--- src/program.hex ---
// One 32-bit instruction word per line, word address 0 first
00500093 // addi section: addi x1, x0, 5
FFD00113 // addi x2, x0, -3
00C00193 // addi x3, x0, 12
00208233 // R-type section: add x4, x1, x2
402082B3 // sub x5, x1, x2
0030F333 // and x6, x1, x3
0030E3B3 // or x7, x1, x3
00112433 // slt x8, x2, x1
0020A4B3 // slt x9, x1, x2
0F017513 // immediate logic section: andi x10, x2, 0xf0
FF00E593 // ori x11, x1, -16
00708013 // addi x0, x1, 7
00100633 // add x12, x0, x1
00B02423 // memory section: sw x11, 8(x0)
00802683 // lw x13, 8(x0)
01002703 // lw x14, 16(x0)
00C08463 // branch section: beq x1, x12, +8
06300793 // addi x15, x0, 99
00208463 // beq x1, x2, +8
00300813 // addi x16, x0, 3
00188893 // loop: addi x17, x17, 1
FFF80813 // addi x16, x16, -1
00080463 // beq x16, x0, +8
FE000AE3 // beq x0, x0, -12
01102623 // sw x17, 12(x0)

--- src/singleCpuPkg.sv ---
package singleCpuPkg;

    localparam int xlen      = 32;
    localparam int imemDepth = 32;               // ROM words
    localparam int dmemDepth = 64;               // RAM words
    localparam int imemAw    = $clog2(imemDepth);
    localparam int dmemAw    = $clog2(dmemDepth);

    // Major opcodes
    localparam logic [6:0] opR      = 7'b0110011;
    localparam logic [6:0] opI      = 7'b0010011;
    localparam logic [6:0] opLoad   = 7'b0000011;
    localparam logic [6:0] opStore  = 7'b0100011;
    localparam logic [6:0] opBranch = 7'b1100011;

    // funct3 codes
    localparam logic [2:0] f3AddSub = 3'b000;    // add, sub, addi
    localparam logic [2:0] f3Slt    = 3'b010;
    localparam logic [2:0] f3Or     = 3'b110;
    localparam logic [2:0] f3And    = 3'b111;
    localparam logic [2:0] f3Word   = 3'b010;    // lw, sw
    localparam logic [2:0] f3Beq    = 3'b000;

    typedef logic [xlen-1:0] wordT;

    typedef enum logic [2:0] {
        aluAdd,
        aluSub,
        aluAnd,
        aluOr,
        aluSlt
    } aluOpT;

    typedef struct packed {
        logic [6:0] funct7;
        logic [4:0] rs2;
        logic [4:0] rs1;
        logic [2:0] funct3;
        logic [4:0] rd;
        logic [6:0] opcode;
    } rFmtT;

    typedef struct packed {
        logic [11:0] imm;
        logic [4:0]  rs1;
        logic [2:0]  funct3;
        logic [4:0]  rd;
        logic [6:0]  opcode;
    } iFmtT;

    // Store offset split around rs2/rs1
    typedef struct packed {
        logic [6:0] immHi;
        logic [4:0] rs2;
        logic [4:0] rs1;
        logic [2:0] funct3;
        logic [4:0] immLo;
        logic [6:0] opcode;
    } sFmtT;

    // Branch offset, bit 0 implied zero
    typedef struct packed {
        logic       imm12;
        logic [5:0] imm10to5;
        logic [4:0] rs2;
        logic [4:0] rs1;
        logic [2:0] funct3;
        logic [3:0] imm4to1;
        logic       imm11;
        logic [6:0] opcode;
    } bFmtT;

    typedef union packed {
        rFmtT r;
        iFmtT i;
        sFmtT s;
        bFmtT b;
    } instT;

endpackage

--- src/ctrlIf.sv ---
`timescale 1ns/1ps

interface ctrlIf;
    import singleCpuPkg::*;

    logic  regWrite;
    logic  aluSrc;   // High selects the immediate
    logic  memWrite;
    logic  memToReg; // Load data to rd
    logic  branch;
    aluOpT aluOp;
    wordT  imm;      // Sign extended, B offset pre-shifted

    modport dec (
        output regWrite, aluSrc, memWrite, memToReg, branch, aluOp, imm
    );

    modport exe (
        input regWrite, aluSrc, memWrite, memToReg, branch, aluOp, imm
    );

endinterface

--- src/pcUnit.sv ---
`timescale 1ns/1ps

module pcUnit (
    input  logic               CLK,
    input  logic               rstN,
    input  logic               takeBranch,
    input  singleCpuPkg::wordT imm,
    output singleCpuPkg::wordT pc
);
    import singleCpuPkg::*;

    wordT pcPlus4;
    wordT branchTarget;
    wordT nextPc;

    assign pcPlus4      = pc + wordT'(4);                   // Sequential fetch
    assign branchTarget = pc + imm;                         // imm already shifted
    assign nextPc       = takeBranch ? branchTarget : pcPlus4;

    // Restart from address 0
    always_ff @(posedge CLK) begin
        if (!rstN) begin
            pc <= '0;
        end else begin
            pc <= nextPc;
        end
    end

endmodule

--- src/instMem.sv ---
`timescale 1ns/1ps

module instMem (
    input  singleCpuPkg::wordT pc,
    output singleCpuPkg::instT inst
);
    import singleCpuPkg::*;

    wordT rom [imemDepth] = '{default: '0};  // Unloaded words decode as no-op
    wordT wordIdx;

    initial begin
        $readmemh("/design/src/program.hex", rom);
    end

    assign wordIdx = pc >> 2;                // Byte to word address

    // Zero past the end of the ROM
    assign inst = (wordIdx < imemDepth) ? instT'(rom[wordIdx[imemAw-1:0]]) : instT'('0);

endmodule

--- src/decoder.sv ---
`timescale 1ns/1ps

module decoder (
    input logic               rstN,
    input singleCpuPkg::instT inst,
    ctrlIf.dec                ctrl
);
    import singleCpuPkg::*;

    wordT  immI;
    wordT  immS;
    wordT  immB;
    aluOpT fnOp;     // Op from funct fields
    logic  fnLegal;  // funct3 known for this opcode
    logic  isR;

    assign isR = (inst.r.opcode == opR);

    // Sign extension of the three immediate views
    assign immI = {{20{inst.i.imm[11]}}, inst.i.imm};
    assign immS = {{20{inst.s.immHi[6]}}, inst.s.immHi, inst.s.immLo};
    assign immB = {{19{inst.b.imm12}}, inst.b.imm12, inst.b.imm11,
                   inst.b.imm10to5, inst.b.imm4to1, 1'b0};  // Shift by one folded in

    // ALU control
    always_comb begin
        fnOp    = aluAdd;
        fnLegal = 1'b1;
        case (inst.r.funct3)
            f3AddSub: fnOp = (isR && inst.r.funct7[5]) ? aluSub : aluAdd;
            f3Slt: begin
                fnOp    = aluSlt;
                fnLegal = isR;  // No slti
            end
            f3Or:     fnOp = aluOr;
            f3And:    fnOp = aluAnd;
            default:  fnLegal = 1'b0;
        endcase
    end

    // Main control
    always_comb begin
        ctrl.regWrite = 1'b0;
        ctrl.aluSrc   = 1'b0;
        ctrl.memWrite = 1'b0;
        ctrl.memToReg = 1'b0;
        ctrl.branch   = 1'b0;
        ctrl.aluOp    = aluAdd;
        ctrl.imm      = immI;
        case (inst.r.opcode)
            opR: begin
                ctrl.regWrite = fnLegal;
                ctrl.aluOp    = fnOp;
            end
            opI: begin
                ctrl.regWrite = fnLegal;
                ctrl.aluSrc   = 1'b1;
                ctrl.aluOp    = fnOp;
            end
            opLoad: begin
                ctrl.regWrite = (inst.i.funct3 == f3Word);  // Word loads only
                ctrl.aluSrc   = 1'b1;
                ctrl.memToReg = 1'b1;
            end
            opStore: begin
                ctrl.memWrite = (inst.s.funct3 == f3Word);
                ctrl.aluSrc   = 1'b1;
                ctrl.imm      = immS;
            end
            opBranch: begin
                ctrl.branch = (inst.b.funct3 == f3Beq);
                ctrl.aluOp  = aluSub;  // Equal when difference is zero
                ctrl.imm    = immB;
            end
            default: ;                 // Retires as no-op
        endcase
        if (!rstN) begin               // Quiet during reset
            ctrl.regWrite = 1'b0;
            ctrl.memWrite = 1'b0;
            ctrl.branch   = 1'b0;
        end
    end

endmodule

--- src/regFile.sv ---
`timescale 1ns/1ps

module regFile (
    input  logic               CLK,
    input  logic               we,
    input  logic [4:0]         rs1,
    input  logic [4:0]         rs2,
    input  logic [4:0]         rd,
    input  singleCpuPkg::wordT wd,
    output singleCpuPkg::wordT rd1,
    output singleCpuPkg::wordT rd2
);
    import singleCpuPkg::*;

    wordT regs [32] = '{default: '0};  // Power-up contents zero

    // Write-back at end of cycle
    always_ff @(posedge CLK) begin
        if (we && (rd != 5'd0)) begin
            regs[rd] <= wd;  // x0 writes dropped
        end
    end

    // x0 hardwired zero
    assign rd1 = (rs1 == 5'd0) ? '0 : regs[rs1];
    assign rd2 = (rs2 == 5'd0) ? '0 : regs[rs2];

endmodule

--- src/execUnit.sv ---
`timescale 1ns/1ps

module execUnit (
    ctrlIf.exe                 ctrl,
    input  singleCpuPkg::wordT rd1,
    input  singleCpuPkg::wordT rd2,
    input  singleCpuPkg::wordT memRdata,
    output singleCpuPkg::wordT aluResult,
    output singleCpuPkg::wordT wbData,
    output logic               takeBranch
);
    import singleCpuPkg::*;

    wordT opB;
    logic zero;

    assign opB = ctrl.aluSrc ? ctrl.imm : rd2;  // Operand mux

    always_comb begin
        case (ctrl.aluOp)
            aluAdd:  aluResult = rd1 + opB;
            aluSub:  aluResult = rd1 - opB;
            aluAnd:  aluResult = rd1 & opB;
            aluOr:   aluResult = rd1 | opB;
            aluSlt:  aluResult = {{(xlen-1){1'b0}}, $signed(rd1) < $signed(opB)};
            default: aluResult = '0;
        endcase
    end

    assign zero = (aluResult == '0);

    // beq taken when operands match
    assign takeBranch = ctrl.branch && zero;

    assign wbData = ctrl.memToReg ? memRdata : aluResult;  // Write-back mux

endmodule

--- src/dataMem.sv ---
`timescale 1ns/1ps

module dataMem (
    input  logic               CLK,
    input  logic               we,
    input  singleCpuPkg::wordT addr,
    input  singleCpuPkg::wordT wdata,
    output singleCpuPkg::wordT rdata
);
    import singleCpuPkg::*;

    wordT               mem [dmemDepth] = '{default: '0};
    logic [dmemAw-1:0]  wordIdx;

    assign wordIdx = addr[dmemAw+1:2];  // Word index, byte offset ignored

    // Store commits on the edge
    always_ff @(posedge CLK) begin
        if (we) begin
            mem[wordIdx] <= wdata;
        end
    end

    assign rdata = mem[wordIdx];        // Async read

endmodule

--- src/singleCpu.sv ---
`timescale 1ns/1ps

module singleCpu (
    input  logic               CLK,
    input  logic               rstN,
    output singleCpuPkg::wordT pc,
    output singleCpuPkg::instT OUT,       // Current instruction
    output logic               wbEn,
    output logic [4:0]         wbAddr,
    output singleCpuPkg::wordT wbData,
    output logic               memWe,
    output singleCpuPkg::wordT memAddr,   // ALU result
    output singleCpuPkg::wordT memWdata   // rs2 data
);
    import singleCpuPkg::*;

    wordT rd1;
    wordT memRdata;
    logic takeBranch;

    ctrlIf ctrl ();

    // Trace taps
    assign wbEn   = ctrl.regWrite;
    assign wbAddr = OUT.r.rd;
    assign memWe  = ctrl.memWrite;

    pcUnit i_pcUnit (
        .CLK        (CLK),
        .rstN       (rstN),
        .takeBranch (takeBranch),
        .imm        (ctrl.imm),
        .pc         (pc)
    );

    instMem i_instMem (
        .pc   (pc),
        .inst (OUT)
    );

    decoder i_decoder (
        .rstN (rstN),
        .inst (OUT),
        .ctrl (ctrl.dec)
    );

    regFile i_regFile (
        .CLK (CLK),
        .we  (ctrl.regWrite),
        .rs1 (OUT.r.rs1),
        .rs2 (OUT.r.rs2),
        .rd  (OUT.r.rd),
        .wd  (wbData),
        .rd1 (rd1),
        .rd2 (memWdata)
    );

    execUnit i_execUnit (
        .ctrl       (ctrl.exe),
        .rd1        (rd1),
        .rd2        (memWdata),
        .memRdata   (memRdata),
        .aluResult  (memAddr),
        .wbData     (wbData),
        .takeBranch (takeBranch)
    );

    dataMem i_dataMem (
        .CLK   (CLK),
        .we    (ctrl.memWrite),
        .addr  (memAddr),
        .wdata (memWdata),
        .rdata (memRdata)
    );

endmodule

--- config.mk ---
export PLATFORM = sky130hd
export DESIGN_NAME = singleCpu
export DESIGN_NICKNAME = d
export VERILOG_FILES = /design/src/singleCpuPkg.sv /design/src/ctrlIf.sv /design/src/pcUnit.sv /design/src/instMem.sv /design/src/decoder.sv /design/src/regFile.sv /design/src/execUnit.sv /design/src/dataMem.sv /design/src/singleCpu.sv
export SDC_FILE = /design/constraint.sdc
export NUM_CORES = 1
export LEC_CHECK = 0
export BUFFER_PORTS_ARGS = -buffer_cell sky130_fd_sc_hd__buf_4
export CAP_MARGIN = 20
export CORE_MARGIN = 2
export CORE_UTILIZATION = 46
export DETAILED_ROUTE_END_ITERATION = 8
export GPL_ROUTABILITY_DRIVEN = 1
export PLACE_DENSITY = 0.87
export SLEW_MARGIN = 30
export SYNTH_ARGS = -nofsm -noshare
export SYNTH_HDL_FRONTEND = slang
export SYNTH_SLANG_ARGS = --single-unit
--- constraint.sdc ---
create_clock -name CLK -period 3.24 [get_ports CLK]
set_input_delay 0.324 -clock CLK [delete_from_list [all_inputs] [get_ports CLK]]
set_output_delay 0.324 -clock CLK [all_outputs]
set_load 0.1 [all_outputs]
# Word level (Yosys, flattened, before mapping)
# Memories as Yosys holds them, arrays and structs flattened.
# Index checks and enable logic that the tools add are counted.
# op_classes
n_addsub	4
n_lt_le_gt_ge	2
eq_ne	12
mux	24
bitwise	2
reduce_logical	12
# op_table
operator	n
$mux W32	6
$pmux W32 S5	1
$add A32 B32 Y32	2
$add A32 B3 Y32 const B	1
$and A32 B32 Y32	1
$logic_not A32 Y1	1
$lt A32 B32 Y1	1
$or A32 B32 Y32	1
$sub A32 B32 Y32	1
$lt A30 B6 Y1 const B	1
$pmux W12 S2	1
$eq A7 B6 Y1 const B	2
$mux W1	12
$pmux W3 S4	1
$logic_not A5 Y1	2
$eq A3 B2 Y1 const B	3
$eq A3 B3 Y1 const B	3
$eq A7 B2 Y1 const B	1
$eq A7 B5 Y1 const B	1
$eq A7 B7 Y1 const B	1
$logic_not A3 Y1	2
$pmux W3 S2	1
$reduce_or A3 Y1	2
$reduce_bool A5 Y1	1
other kinds (4)	7
# totals
reg_bits	32
ram_bits	3072
inputBits	2
output_inout_bits	167
word_cells	59
memories	2
# mem_list
memory	depth	width	rd	rd_clocked_by_memory_dff	wr	line_no	rtl
i_dataMem.mem	64	32	1	0	1	dataMem.sv:12	wordT mem [dmemDepth] = '{default: '0};
i_regFile.regs	32	32	2	0	1	regFile.sv:15	wordT regs [32] = '{default: '0};

# Depth between registers and ports, before layout
# Gate-level depths: netlist of run 1.
# depth
ltp_word	12
mapped_depth	6
mapped_depth_nobuf	5

# Modules after synthesis
# From an unflattened synthesis of run 1, not the netlist that was laid out.
# unflattened
cells_unflattened	8137
area_unflattened_um2	136096.8
# by_module_without_submodules
mod	n_inst	cells_per_inst	area_per_inst_um2	seq_area_each_um2
dataMem	1	4207	78287.6	61499.0
regFile	1	2564	47929.7	30749.5
execUnit	1	842	5839.4	0.0
pcUnit	1	428	3326.9	640.6
decoder	1	58	431.7	0.0
instMem	1	33	244.0	0.0
singleCpu	1	5	37.5	0.0

# Worst setup path after synthesis of run 1
# Ideal clock, no wire load.
# synth_timing
path_kind	register -> register
startpoint	reg i_pcUnit.pc[2]
endpoint	reg i_pcUnit.pc[30]
setup_ns	0.132
arrival_time_ns	2.227
required_ns	3.108
setup_slack_ns	0.881
stages_incl_launch_ff	6
path_buffers	0
synth_period_minus_slack_ns	2.359
path_cell_list	dfxtp_1 -> ha_1 -> nand4_1 -> nor3_1 -> a31o_2 -> a21oi_1
# synth_between
elab_chain_cells	2
elab_cells_between_ends	3
classes_between	add/sub: 2; mux: 1
# synth_rtl
element	line_no	rtl
start, declared	pcUnit.sv:8	output singleCpuPkg::wordT pc
start signal, assigned	pcUnit.sv:25	pc <= nextPc;
$add A32 B3 Y32 / $add A32 B32 Y32 (equally long branches)	pcUnit.sv:16, pcUnit.sv:17	
$mux W32 *	pcUnit.sv:18	assign nextPc = takeBranch ? branchTarget : pcPlus4;
# Mark *: on every way between the ends. The rest lies on a longest branch, timed or not.
# A chain may end at the register's enable or synchronous reset.

# Worst setup path in the final report of run 1
# layout_timing
startpoint	reg i_pcUnit.pc[2]
endpoint	reg i_pcUnit.pc[26]
# The elaborated chain is that of the path after synthesis.

==> metrics.md, run 1 <==
| Metric | Value |
|---|---|
| Netlist cell types | `34` |
| FF-to-FF Start | `i_pcUnit.pc[2]` |
| Post-DRT Antenna Nets | `0` |
| Reg-to-reg endpoint | `i_pcUnit.pc[26]` |
| Slew headroom | `38.5%` |
| WP data required | `3.37 ns` |
| Synth top area share | `41.5%` |
| Total wire length | `between 4 and 5 mm` |
| Critical setup path kind | `register to register` |
| Total number of vias | `1690` |
| Crit path DAT | `2.41 ns` |
| Largest family of logic cells by synthesized area | `buffers and inverters` |
| Yosys reg bits | `30` |
| ANT cells | `0` |
| Num Clock Sinks | `30` |
| Max VDD drop | `roughly 280 uV` |
| R2R cell count | `5` |
| First-pass GRT wire length | `5.66 mm` |
| Hold Path Stages | `2` |
| Status | `completed` |
| Synth Area in XOR/XNOR | `a little under 4%` |
| Starting Density | `48.2%` |
| Number of flip-flops under the largest register name | `30` |
| Most frequent cell after synthesis | `buf_4` |
| Endpoints failing setup | `0` |
| FP Rows | `26` |
| Final WS setup | `0.959 ns` |
| Tmin final | `between 2 and 2.5 ns` |
| Top FF cell, synth | `dfxtp_1` |
| Post-CTS Setup Bufs | `0` |
| Lkg Pwr | `approximately 0.0011 uW` |
| CP endpoint kind | `register` |
| Initial antenna violation count | `0` |
| Gp weighted congestion | `about 0.74` |
| Critical Path Source Type | `register` |
| Unrepaired setup endpoints after global routing | `no` |
| Post-synth EDFFs | `0` |
| Placeable Area | `5170 sq um` |
| Gr usage total | `between 10% and 20%` |
| Pre-CTS setup slack | `0.996 ns` |
| Tot Pwr | `1460 uW` |
| Placed insts | `slightly below 400` |
| Pin count of the biggest net entering global routing | `30` |
| Fin Clk Skew | `0.00327 ns` |
| Initial DRC count | `161` |
| Pwr Density | `623 nW/um^2` |
| Proportion of synthesized area in mux cells | `0%` |
| Hold EP | `i_pcUnit.pc[3]` |
| Number of global-route vias before repair | `1183` |
| Adder-Cell Fraction of Synth Area | `0.502%` |
| Top flop regs | `i_pcUnit.pc x30` |
| Top achievable clock speed | `approximately 440 MHz` |
| CTS tree | `done` |
| Setup slack, reg-to-reg | `approximately 0.96 ns` |
| Chip width | `77.6 microns` |
| Min-Delay Startpoint | `rstN` |
| Crit Path Max Fanout | `14` |
| Die height | `approximately 78 microns` |
| DRC Markers | `0` |
| Clk buf depth | `2` |
| Via density | `between 4 and 5` |
| Layout area overhead | `-5.77%` |
| Yosys warns | `0` |
| Worst slew pin tran | `0.921 ns` |
| Max-cap check violation count | `0` |
| CTS Hold Bufs | `0` |
| Ratio of cells with drive above 1 in the final layout | `15.8%` |
| Endpoints failing hold | `0` |
| Count of final max-slew check failures | `0` |
| Simple-gate share of the synthesized area | `18.7%` |
| Area fraction in compound gates after synthesis | `8.38%` |
| H-tree depth | `2` |
| Hold crit path type | `input pin to register` |
| Minimum hold slack | `0.255 ns` |
| Final Non-Filler Cells | `400` |
| Root Buffer | `clkbuf_8` |
| Final net count | `332` |
| Routed len/inst | `10.2 microns` |
| Total grt overflow | `0` |
| Die Area | `6030 sq um` |
| Num CTS Buffers | `5` |
| Yosys top cell by area | `buf_4` |
| Post-synth ARST share | `0%` |
| Synth cell count leaders | `buf_4 (138), dfxtp_1 (30), a21oi_1 (17)` |
| Mean Syn Cell Area | `8.32 sq um` |
| Register area share after synthesis | `24.1%` |
| Tcrit/Tclk final | `70.4%` |
| Clk slew on worst S/H paths | `0.06 ns` |
| DR pass1 iterations | `4` |
| Synth Instances | `300` |
| Clk_lat worst skew | `0.29 ns` |
| CTS resizes | `0` |
| Buffers on Ports | `31` |
| Area contributors post-synth | `buf_4 (42%), dfxtp_1 (24%), a21oi_1 (3.4%)` |
| Setup TNS | `0 ns` |
| Final HPWL from detailed placement | `3.07 mm` |
| Io pins | `~170` |
| Mapped cell area | `2490 sq um` |
| Biggest register | `i_pcUnit.pc` |
==> metrics by stage <==
step,util (%),cell area (sq um)
finish,45.5,2350
global placement,43.3,2240
floorplan,-,3010
CTS,45.5,2350
detailed placement,43.3,2240
global route,45.5,2350
==> worst max path at each step <==
stage | from | to | slack [ns]
final | i_pcUnit.pc[2] | i_pcUnit.pc[26] | 0.96
after global routing | i_pcUnit.pc[2] | i_pcUnit.pc[28] | 0.78
after CTS | i_pcUnit.pc[2] | i_pcUnit.pc[26] | 0.98
after detailed placement | i_pcUnit.pc[2] | i_pcUnit.pc[26] | 1.0
after global placement | i_pcUnit.pc[2] | i_pcUnit.pc[26] | 1.23
after floorplan | i_pcUnit.pc[2] | i_pcUnit.pc[30] | 0.88
==> power breakdown <==
group,switching [uW],total (uW),internal (uW)
logic,722,731,8.22
registers,4.31,376,372
clock network,143,358,214
total,870,1460,594
==> layout by cell type, fill, tap and decap left out <==
master	count
a21oi_1	17
a31o_2	3
and2_1	2
and2_2	1
and3_1	3
and3_4	1
and4_1	1
and4_2	1
and4_4	2
buf_4	31
clkbuf_8	8
conb_1	137
dfxtp_1	30
ha_1	1
inv_1	6
nand2_1	9
nand2_4	1
nand3_1	8
nand4_1	7
nand4_2	1
nand4_4	2
nand4b_1	1
nor2_1	12
nor3_1	3
nor4_1	3
o21ai_0	3
o31ai_1	11
or3_1	2
or3_2	1
or4_1	11
xnor2_1	6
xor2_1	5
==> layer usage <==
| layer | wire length [microns] | GRT usage [%] |
|---|---|---|
| met1 | 1670 | 15.3 |
| met2 | 1920 | 17.4 |
| met3 | 414 | 3.84 |
| met4 | 67 | 6.25 |
| met5 | 0 | 0 |
==> layout make-up <==
| type | instances | area [sq um] |
|---|---|---|
| Sequential cell | 30 | 601 |
| Timing Repair Buffer | 31 | 233 |
| Tap cell | 70 | 87.6 |
| Multi-Input combinational cell | 255 | 1300 |
| Fill cell | 555 | 2820 |
| Inverter | 6 | 22.5 |
| Clock buffer | 8 | 110 |
==> cell families after synthesis <==
| kind of cell | after synthesis |
|---|---|
| buffers and inverters | 151 |
| xor gates and xnor gates | 11 |
| adders and majority gates | 1 |
| and+or+nand+nor | 72 |
| DFF | 30 |
| AOI/OAI and AO/OA | 34 |
| other | 1 |
==> worst max-delay path, stage by stage, from the launching register on <==
cell,delay (ns)
dfxtp_1,0.40
ha_1,0.25
nand4_1,0.46
nor3_1,0.69
a31o_2,0.26
a21oi_1,0.06
Power figures use the tool's default switching activity.
==> run 2, diff against run 1 <==
- ABC_AREA: not set -> 1
- CORE_UTILIZATION: 46 -> 39
- PLACE_DENSITY: 0.87 -> 0.78
- clock period: 3.24 -> 1.9 ns (I/O delays scaled with it)
==> run 2 against run 1 <==
  * Synthesized area rose by 1.8%
  * Register-to-register slack got worse by 0.43 ns
  * Worst hold slack got worse by 0.0031 ns
  * Critical path type unchanged
  * Largest cell class unchanged
==> metrics.md, run 2 <==
| Metric | Value |
|---|---|
| Max VDD drop | `603 uV (+120%)` |
| Commonest non-fill, non-tap cell in the layout | `conb_1` |
| Chip width | `84.7 microns (+9.1%)` |
| Crit path DAT | `1.55 ns (-0.86 ns)` |
| Die height | `84.7 microns (+9.1%)` |
| Starting Density | `40.2% (-8.0 points)` |
| First-pass GRT wire length | `6.49 mm (+15%)` |
| CP endpoint kind | `register` |
| Mean Syn Cell Area | `6.88 sq um (-17%)` |
| DRC Markers | `0 (unchanged)` |
| Setup TNS | `0 ns (unchanged)` |
| Number of flip-flops under the largest register name | `30 (unchanged)` |
| Unrepaired setup endpoints after global routing | `no` |
| DR pass1 iterations | `4 (unchanged)` |
| Total grt overflow | `0 (unchanged)` |
| Final instance area | `2440 sq um (+4.0%)` |
| Biggest register | `i_pcUnit.pc` |
| R2R cell count | `8 (+3)` |
| Number of global-route vias before repair | `1461 (+23%)` |
| Total number of vias | `1898 (+12%)` |
| Clk_lat worst skew | `0.29 ns (about the same)` |
| Pin count of the biggest net entering global routing | `25 (-17%)` |
| Status | `completed` |
| Most frequent cell after synthesis | `buf_4` |
| Tcrit/Tclk final | `72.2% (+1.8 points)` |
| Max-cap check violation count | `0 (unchanged)` |
| Gp weighted congestion | `0.804 (+8.4%)` |
| WP data required | `2.08 ns (-1.29 ns)` |
| Mapped cell area | `2540 sq um (+1.8%)` |
| Count of final max-slew check failures | `0 (unchanged)` |
| Top FF cell, synth | `dfxtp_1` |
| Initial antenna violation count | `0 (unchanged)` |
| Netlist cell types | `20 (-41%)` |
| Synth Instances | `369 (+23%)` |
| Fin util | `38.7% (-6.7 points)` |
| FILL cells | `664 (+20%)` |
| FP Rows | `29 (+12%)` |
| Buffers on Ports | `31 (unchanged)` |
| Top achievable clock speed | `729 MHz (+66%)` |
| Critical setup path kind | `register to register` |
| Top flop regs | `i_pcUnit.pc x30` |
| Area contributors post-synth | `buf_4 (41%), dfxtp_1 (24%), nand2_1 (9.2%)` |
| Final HPWL from detailed placement | `3.50 mm (+14%)` |
| Gr usage total | `11.3% (-0.50 points)` |
| CTS tree | `done` |
| Register area share after synthesis | `23.7% (-0.42 points)` |
| Synth top area share | `40.5% (-1.0 points)` |
| Die Area | `7170 sq um (+19%)` |
| Endpoints failing hold | `0 (unchanged)` |
| Layout area overhead | `-3.70%` |
| CTS Hold Bufs | `0 (unchanged)` |
| ANT cells | `0 (unchanged)` |
| Synth cell count leaders | `buf_4 (137), nand2_1 (62), nor2_1 (60)` |
| Post-CTS Setup Bufs | `0 (unchanged)` |
| Fin Clk Skew | `0.00295 ns (-0.000324 ns)` |
| Post-synth EDFFs | `0 (unchanged)` |
| Num Clock Sinks | `30 (unchanged)` |
| Pwr Density | `993 nW/um^2 (+59%)` |
| Post-DRT Antenna Nets | `0 (unchanged)` |
| Root Buffer | `clkbuf_8` |
| Endpoints failing setup | `0 (unchanged)` |
| Crit Path Max Fanout | `6 (-8)` |
| Num CTS Buffers | `5 (unchanged)` |
| Commonest non-fill, non-tap cells in the layout | `conb_1 (137), nand2_1 (62), nor2_1 (60)` |
| Clk buf depth | `2 (unchanged)` |
| Critical Path Source Type | `register` |
| Yosys top cell by area | `buf_4` |
| Yosys reg bits | `30 (unchanged)` |
| CTS resizes | `0 (unchanged)` |
| Via density | `3.94 (-6.8%)` |
| Hold crit path type | `input pin to register` |
| Tmin final | `1.37 ns (-0.910 ns)` |
| Io pins | `169 (unchanged)` |
| H-tree depth | `2 (unchanged)` |
| Yosys warns | `0 (unchanged)` |
| Cell Area, Placed | `2350 sq um (+5.0%)` |
| Post-synth ARST share | `0% (unchanged)` |
| Initial DRC count | `39 (-76%)` |
| Clk slew on worst S/H paths | `0.06 ns (about the same)` |
| Placeable Area | `6310 sq um (+22%)` |
| Total wire length | `4.35 mm (+6.9%)` |
| Lkg Pwr | `0.00118 uW (+5.1%)` |
| Ratio of cells with drive above 1 in the final layout | `15.3% (-0.45 points)` |
| Final net count | `407 (+23%)` |
| Hold Path Stages | `3 (+1)` |
| Routed len/inst | `9.03 microns (-11%)` |
[run 2: changes by cell type in the layout (fill, tap and decap cells not counted), moves of 11 or more]
cell	previous run	this run
nor2_1	12	60
o31ai_1	11	0
nand2_1	9	62
or4_1	11	0
[run 2: metal layers]
metal	vias up	share of wire, %	global-route usage [%]	routed length (microns)
li1	936	-	-	-
met1	849	41	13.3	1800
met2	106	48	19.3	2100
met3	7	7.8	2.46	340
met4	0	2.5	5.92	107
met5	-	0	0	0
[run 2: path summary, 6_finish.rpt]
kind | startpoint | end | slack (ns)
min reg2reg | i_pcUnit.pc[2] | i_pcUnit.pc[2] | 0.46
min | rstN | i_pcUnit.pc[3] | 0.25
max reg2reg | i_pcUnit.pc[2] | i_pcUnit.pc[26] | 0.53
max | i_pcUnit.pc[2] | i_pcUnit.pc[26] | 0.53
[run 2: cell families after synthesis]
logic type	after synthesis	share of synthesized area, %
buf+inv	154	43.0
flops	30	23.7
simple gates	155	26.5
compound gates	25	5.13
fa+ha+maj	1	0.493
other cells	1	0.148
xor+xnor	3	1.04
[run 2: cell type report]
type | instances | area, sq um | share of cell area, %
Multi-Input combinational cell | 321 | 1360 | 55.5
Sequential cell | 30 | 612 | 25.0
Timing Repair Buffer | 31 | 233 | 9.52
Tap cell | 77 | 96.3 | 3.94
Clock buffer | 7 | 86.3 | 3.53
Inverter | 15 | 56.3 | 2.30
Clock inverter | 1 | 5.00 | 0.205
[run 2: per-stage QoR]
| stage | setup WS, ns | hold WS [ns] | cells | total power [uW] |
|---|---|---|---|---|
| floorplan | 0.00478 | 0.321 | 505 | 2110 |
| global placement | 0.619 | 0.427 | 474 | 1900 |
| detailed placement | 0.549 | 0.448 | 474 | 1900 |
| CTS | 0.544 | 0.247 | 482 | 2430 |
| global route | 0.413 | 0.269 | 482 | 2490 |
| finish | 0.529 | 0.252 | 482 | 2430 |
[run 2: power breakdown]
part / internal (uW) / switching, uW / total, uW
Combinational: 17.5 / 1240 / 1250
Sequential: 635 / 6.21 / 642
Clock: 292 / 242 / 533
[run 2: critical path: stages (launching register included)]
cell and delay (ns):
dfxtp_2 0.37, ha_1 0.19, nand2_2 0.10, nor2_4 0.14, nand2_4 0.09, nor2_4 0.17
nand3_1 0.10, nand2_1 0.07, nor2_1 0.04
==> run 3, diff against run 2 <==
- ABC_AREA: 1 -> 0
- CORE_UTILIZATION: 39 -> 38
- PLACE_DENSITY: 0.78 -> 0.77
- clock period: 1.9 -> 1.13 ns (I/O delays scaled with it)
==> run 3 against run 2 <==
  * The run now ends with negative setup slack left
  * Power increased by 65%
  * Die area rose by 0.82%
  * Utilization is 14 points higher
  * Critical path depth fell by 4
  * Global-route usage increased by 1.7 points
  * Critical endpoint is now i_pcUnit.pc[17]
==> metrics.md, run 3 (synthesis gave the netlist of run 1 again) <==
| Metric | Value |
|---|---|
| Status | `finished, violations left` |
| Failing checks | `negative setup slack` |
| Starting Density | `39.3% (-0.92 points)` |
| Unrepaired setup endpoints after global routing | `yes` |
| Top achievable clock speed | `663 MHz (-9.1%)` |
| CP endpoint kind | `register` |
| Minimum hold slack | `0.0420 ns (-0.210 ns)` |
| Pwr Density | `1190 nW/um^2 (+20%)` |
| Total number of vias | `1957 (+3.1%)` |
| Pre-CTS setup slack | `-0.345 ns (-0.894 ns)` |
| Hold crit path type | `input pin to register` |
| ANT cells | `0 (unchanged)` |
| H-tree depth | `2 (unchanged)` |
| Num CTS Buffers | `5 (unchanged)` |
| Max-cap check violation count | `0 (unchanged)` |
| DR pass1 iterations | `4 (unchanged)` |
| Die Area | `7230 sq um (+0.82%)` |
| Crit path DAT | `1.73 ns (+0.18 ns)` |
| Total wire length | `5.32 mm (+22%)` |
| CTS Hold Bufs | `0 (unchanged)` |
| Clk_lat worst skew | `0.29 ns (about the same)` |
| Number of flip-flops under the largest register name | `30 (unchanged)` |
| Number of global-route vias before repair | `1678 (+15%)` |
| Final net count | `395 (-2.9%)` |
| Endpoints failing setup | `28 (+28)` |
| Commonest non-fill, non-tap cells in the layout | `conb_1 (137), buf_4 (43), buf_6 (39)` |
| Crit Path Max Fanout | `5 (-1)` |
| Max VDD drop | `685 uV (+14%)` |
| Worst Path Buf+Inv | `0 (unchanged)` |
| Num Clock Sinks | `30 (unchanged)` |
| Total grt overflow | `0 (unchanged)` |
| Critical setup path kind | `register to register` |
| Count of final max-slew check failures | `0 (unchanged)` |
| Tcrit/Tclk final | `134% (+61 points)` |
| Cell Area, Placed | `2830 sq um (+20%)` |
| Routed len/inst | `11.3 microns (+25%)` |
| FP Rows | `29 (unchanged)` |
| Root Buffer | `clkbuf_8` |
| Clk buf depth | `2 (unchanged)` |
| Endpoints failing hold | `0 (unchanged)` |
| Die height | `85.0 microns (+0.41%)` |
| Placeable Area | `6350 sq um (+0.57%)` |
| Critical Path Source Type | `register` |
| Fin util | `53.1% (+14 points)` |
| Final WS setup | `-0.379 ns (-0.907 ns)` |
| Final HPWL from detailed placement | `3.70 mm (+5.7%)` |
| Largest stage delay on the critical path | `0.53 ns (+0.16 ns)` |
| Io pins | `169 (unchanged)` |
| Switching Power | `2500 uW (+69%)` |
| Commonest non-fill, non-tap cell in the layout | `conb_1` |
| DRC Markers | `0 (unchanged)` |
| Ratio of cells with drive above 1 in the final layout | `43.0% (+28 points)` |
| Critical path's top delay family | `simple AND/OR/NAND/NOR gates` |
| Seq pwr share | `25.4% (-1.0 points)` |
| Fin Clk Skew | `0.00849 ns (+0.00554 ns)` |
| First-pass GRT wire length | `7.65 mm (+18%)` |
| Chip width | `85.0 microns (+0.41%)` |
| Biggest register | `i_pcUnit.pc` |
| Tmin final | `1.51 ns (+0.137 ns)` |
| Post-DRT Antenna Nets | `0 (unchanged)` |
| Gr usage total | `13.0% (+1.7 points)` |
| Initial DRC count | `96 (+150%)` |
| Gate power share | `53.8% (+2.2 points)` |
| Sw frac | `62.3% (+1.3 points)` |
| Top flop regs | `i_pcUnit.pc x30` |
| Setup TNS | `-5.91 ns (-5.91 ns)` |
| Slowest CP cell | `or4_4` |
| Via density | `4.16 (+5.7%)` |
| Initial antenna violation count | `0 (unchanged)` |
| Clk slew on worst S/H paths | `0.07 ns (about the same)` |
| Clk network pwr share | `20.8% (-1.2 points)` |
| Final instance area | `3370 sq um (+38%)` |
| Gp weighted congestion | `0.758 (-5.7%)` |
| Int Power | `1510 uW (+60%)` |
| CTS tree | `done` |
| WP data required | `1.35 ns (-0.73 ns)` |
| FILL cells | `576 (-13%)` |
| Layout area overhead | `35.2%` |
| Pin count of the biggest net entering global routing | `30 (+20%)` |
| Critical path cell sequence | `and4_4 > nand3_1 > or4_4 > a21oi_2` |
| Buffers on Ports | `31 (unchanged)` |
| Lkg Pwr | `0.00159 uW (+34%)` |
[run 3: cell count changes in the layout (fill, tap and decap cells not counted), moves of 11 or more]
cell     change
buf_4       +12
buf_6       +39
dfxtp_1     -20
dfxtp_4     +26
nand2_1     -55
nand3_1     -11
nor2_1      -48
[run 3: worst reg2reg max path, cell delays in order, from the launching register on]
cell and delay, ns:
dfxtp_4 0.35, and4_4 0.30, nand3_1 0.12, or4_4 0.53, a21oi_2 0.14
[run 3: what timing repair did]
item	CTS	global route
gates resized for setup	41	46
setup buffers	5	10
cloned	0	1
pin swaps	8	14
setup endpoints to repair	48	33
[run 3: power groups by stage]
stage	Sequential, uW	Clock [uW]	Combinational [uW]
2_1_floorplan	1120	0	2380
3_3_place_gp	1050	0	2120
3_5_place_dp	1050	0	2120
4_1_cts	1020	861	2130
5_1_grt	1020	903	2190
6_report	1020	834	2160
[run 3: per-layer routing]
layer / routed length (microns) / up-vias / global-route usage, %
li1: - / 933 / -
met4: 53 / 0 / 4.33
met3: 445 / 5 / 3.50
met2: 2830 / 104 / 22.4
met1: 1990 / 915 / 15.7
met5: 0 / - / 0
[run 3: stage by stage]
step | std cells | total power (uW)
final | 470 | 4010
after global routing | 470 | 4120
after CTS | 461 | 4020
after detailed placement | 448 | 3170
after global placement | 448 | 3170
after floorplan | 436 | 3490
[run 3: layout make-up]
| class | count | area [sq um] | area share (%) |
|---|---|---|---|
| clock buffers | 8 | 80.1 | 2.37 |
| multi-input cells | 256 | 1510 | 44.8 |
| inverters | 6 | 22.5 | 0.668 |
| flip-flops and latches | 30 | 702 | 20.8 |
| repair buffers | 93 | 962 | 28.5 |
| well taps | 77 | 96.3 | 2.86 |
[run 3: path summary, 6_finish.rpt]
kind                                 startpoint               to  slack [ns]  cells after the start
worst max-delay path            i_pcUnit.pc[10]  i_pcUnit.pc[17]       -0.38                      4
worst min-delay path                       rstN   i_pcUnit.pc[3]        0.04                      2
worst max register to register  i_pcUnit.pc[10]  i_pcUnit.pc[17]       -0.38                      4
worst min register to register  i_pcUnit.pc[29]  i_pcUnit.pc[29]        0.49                      2
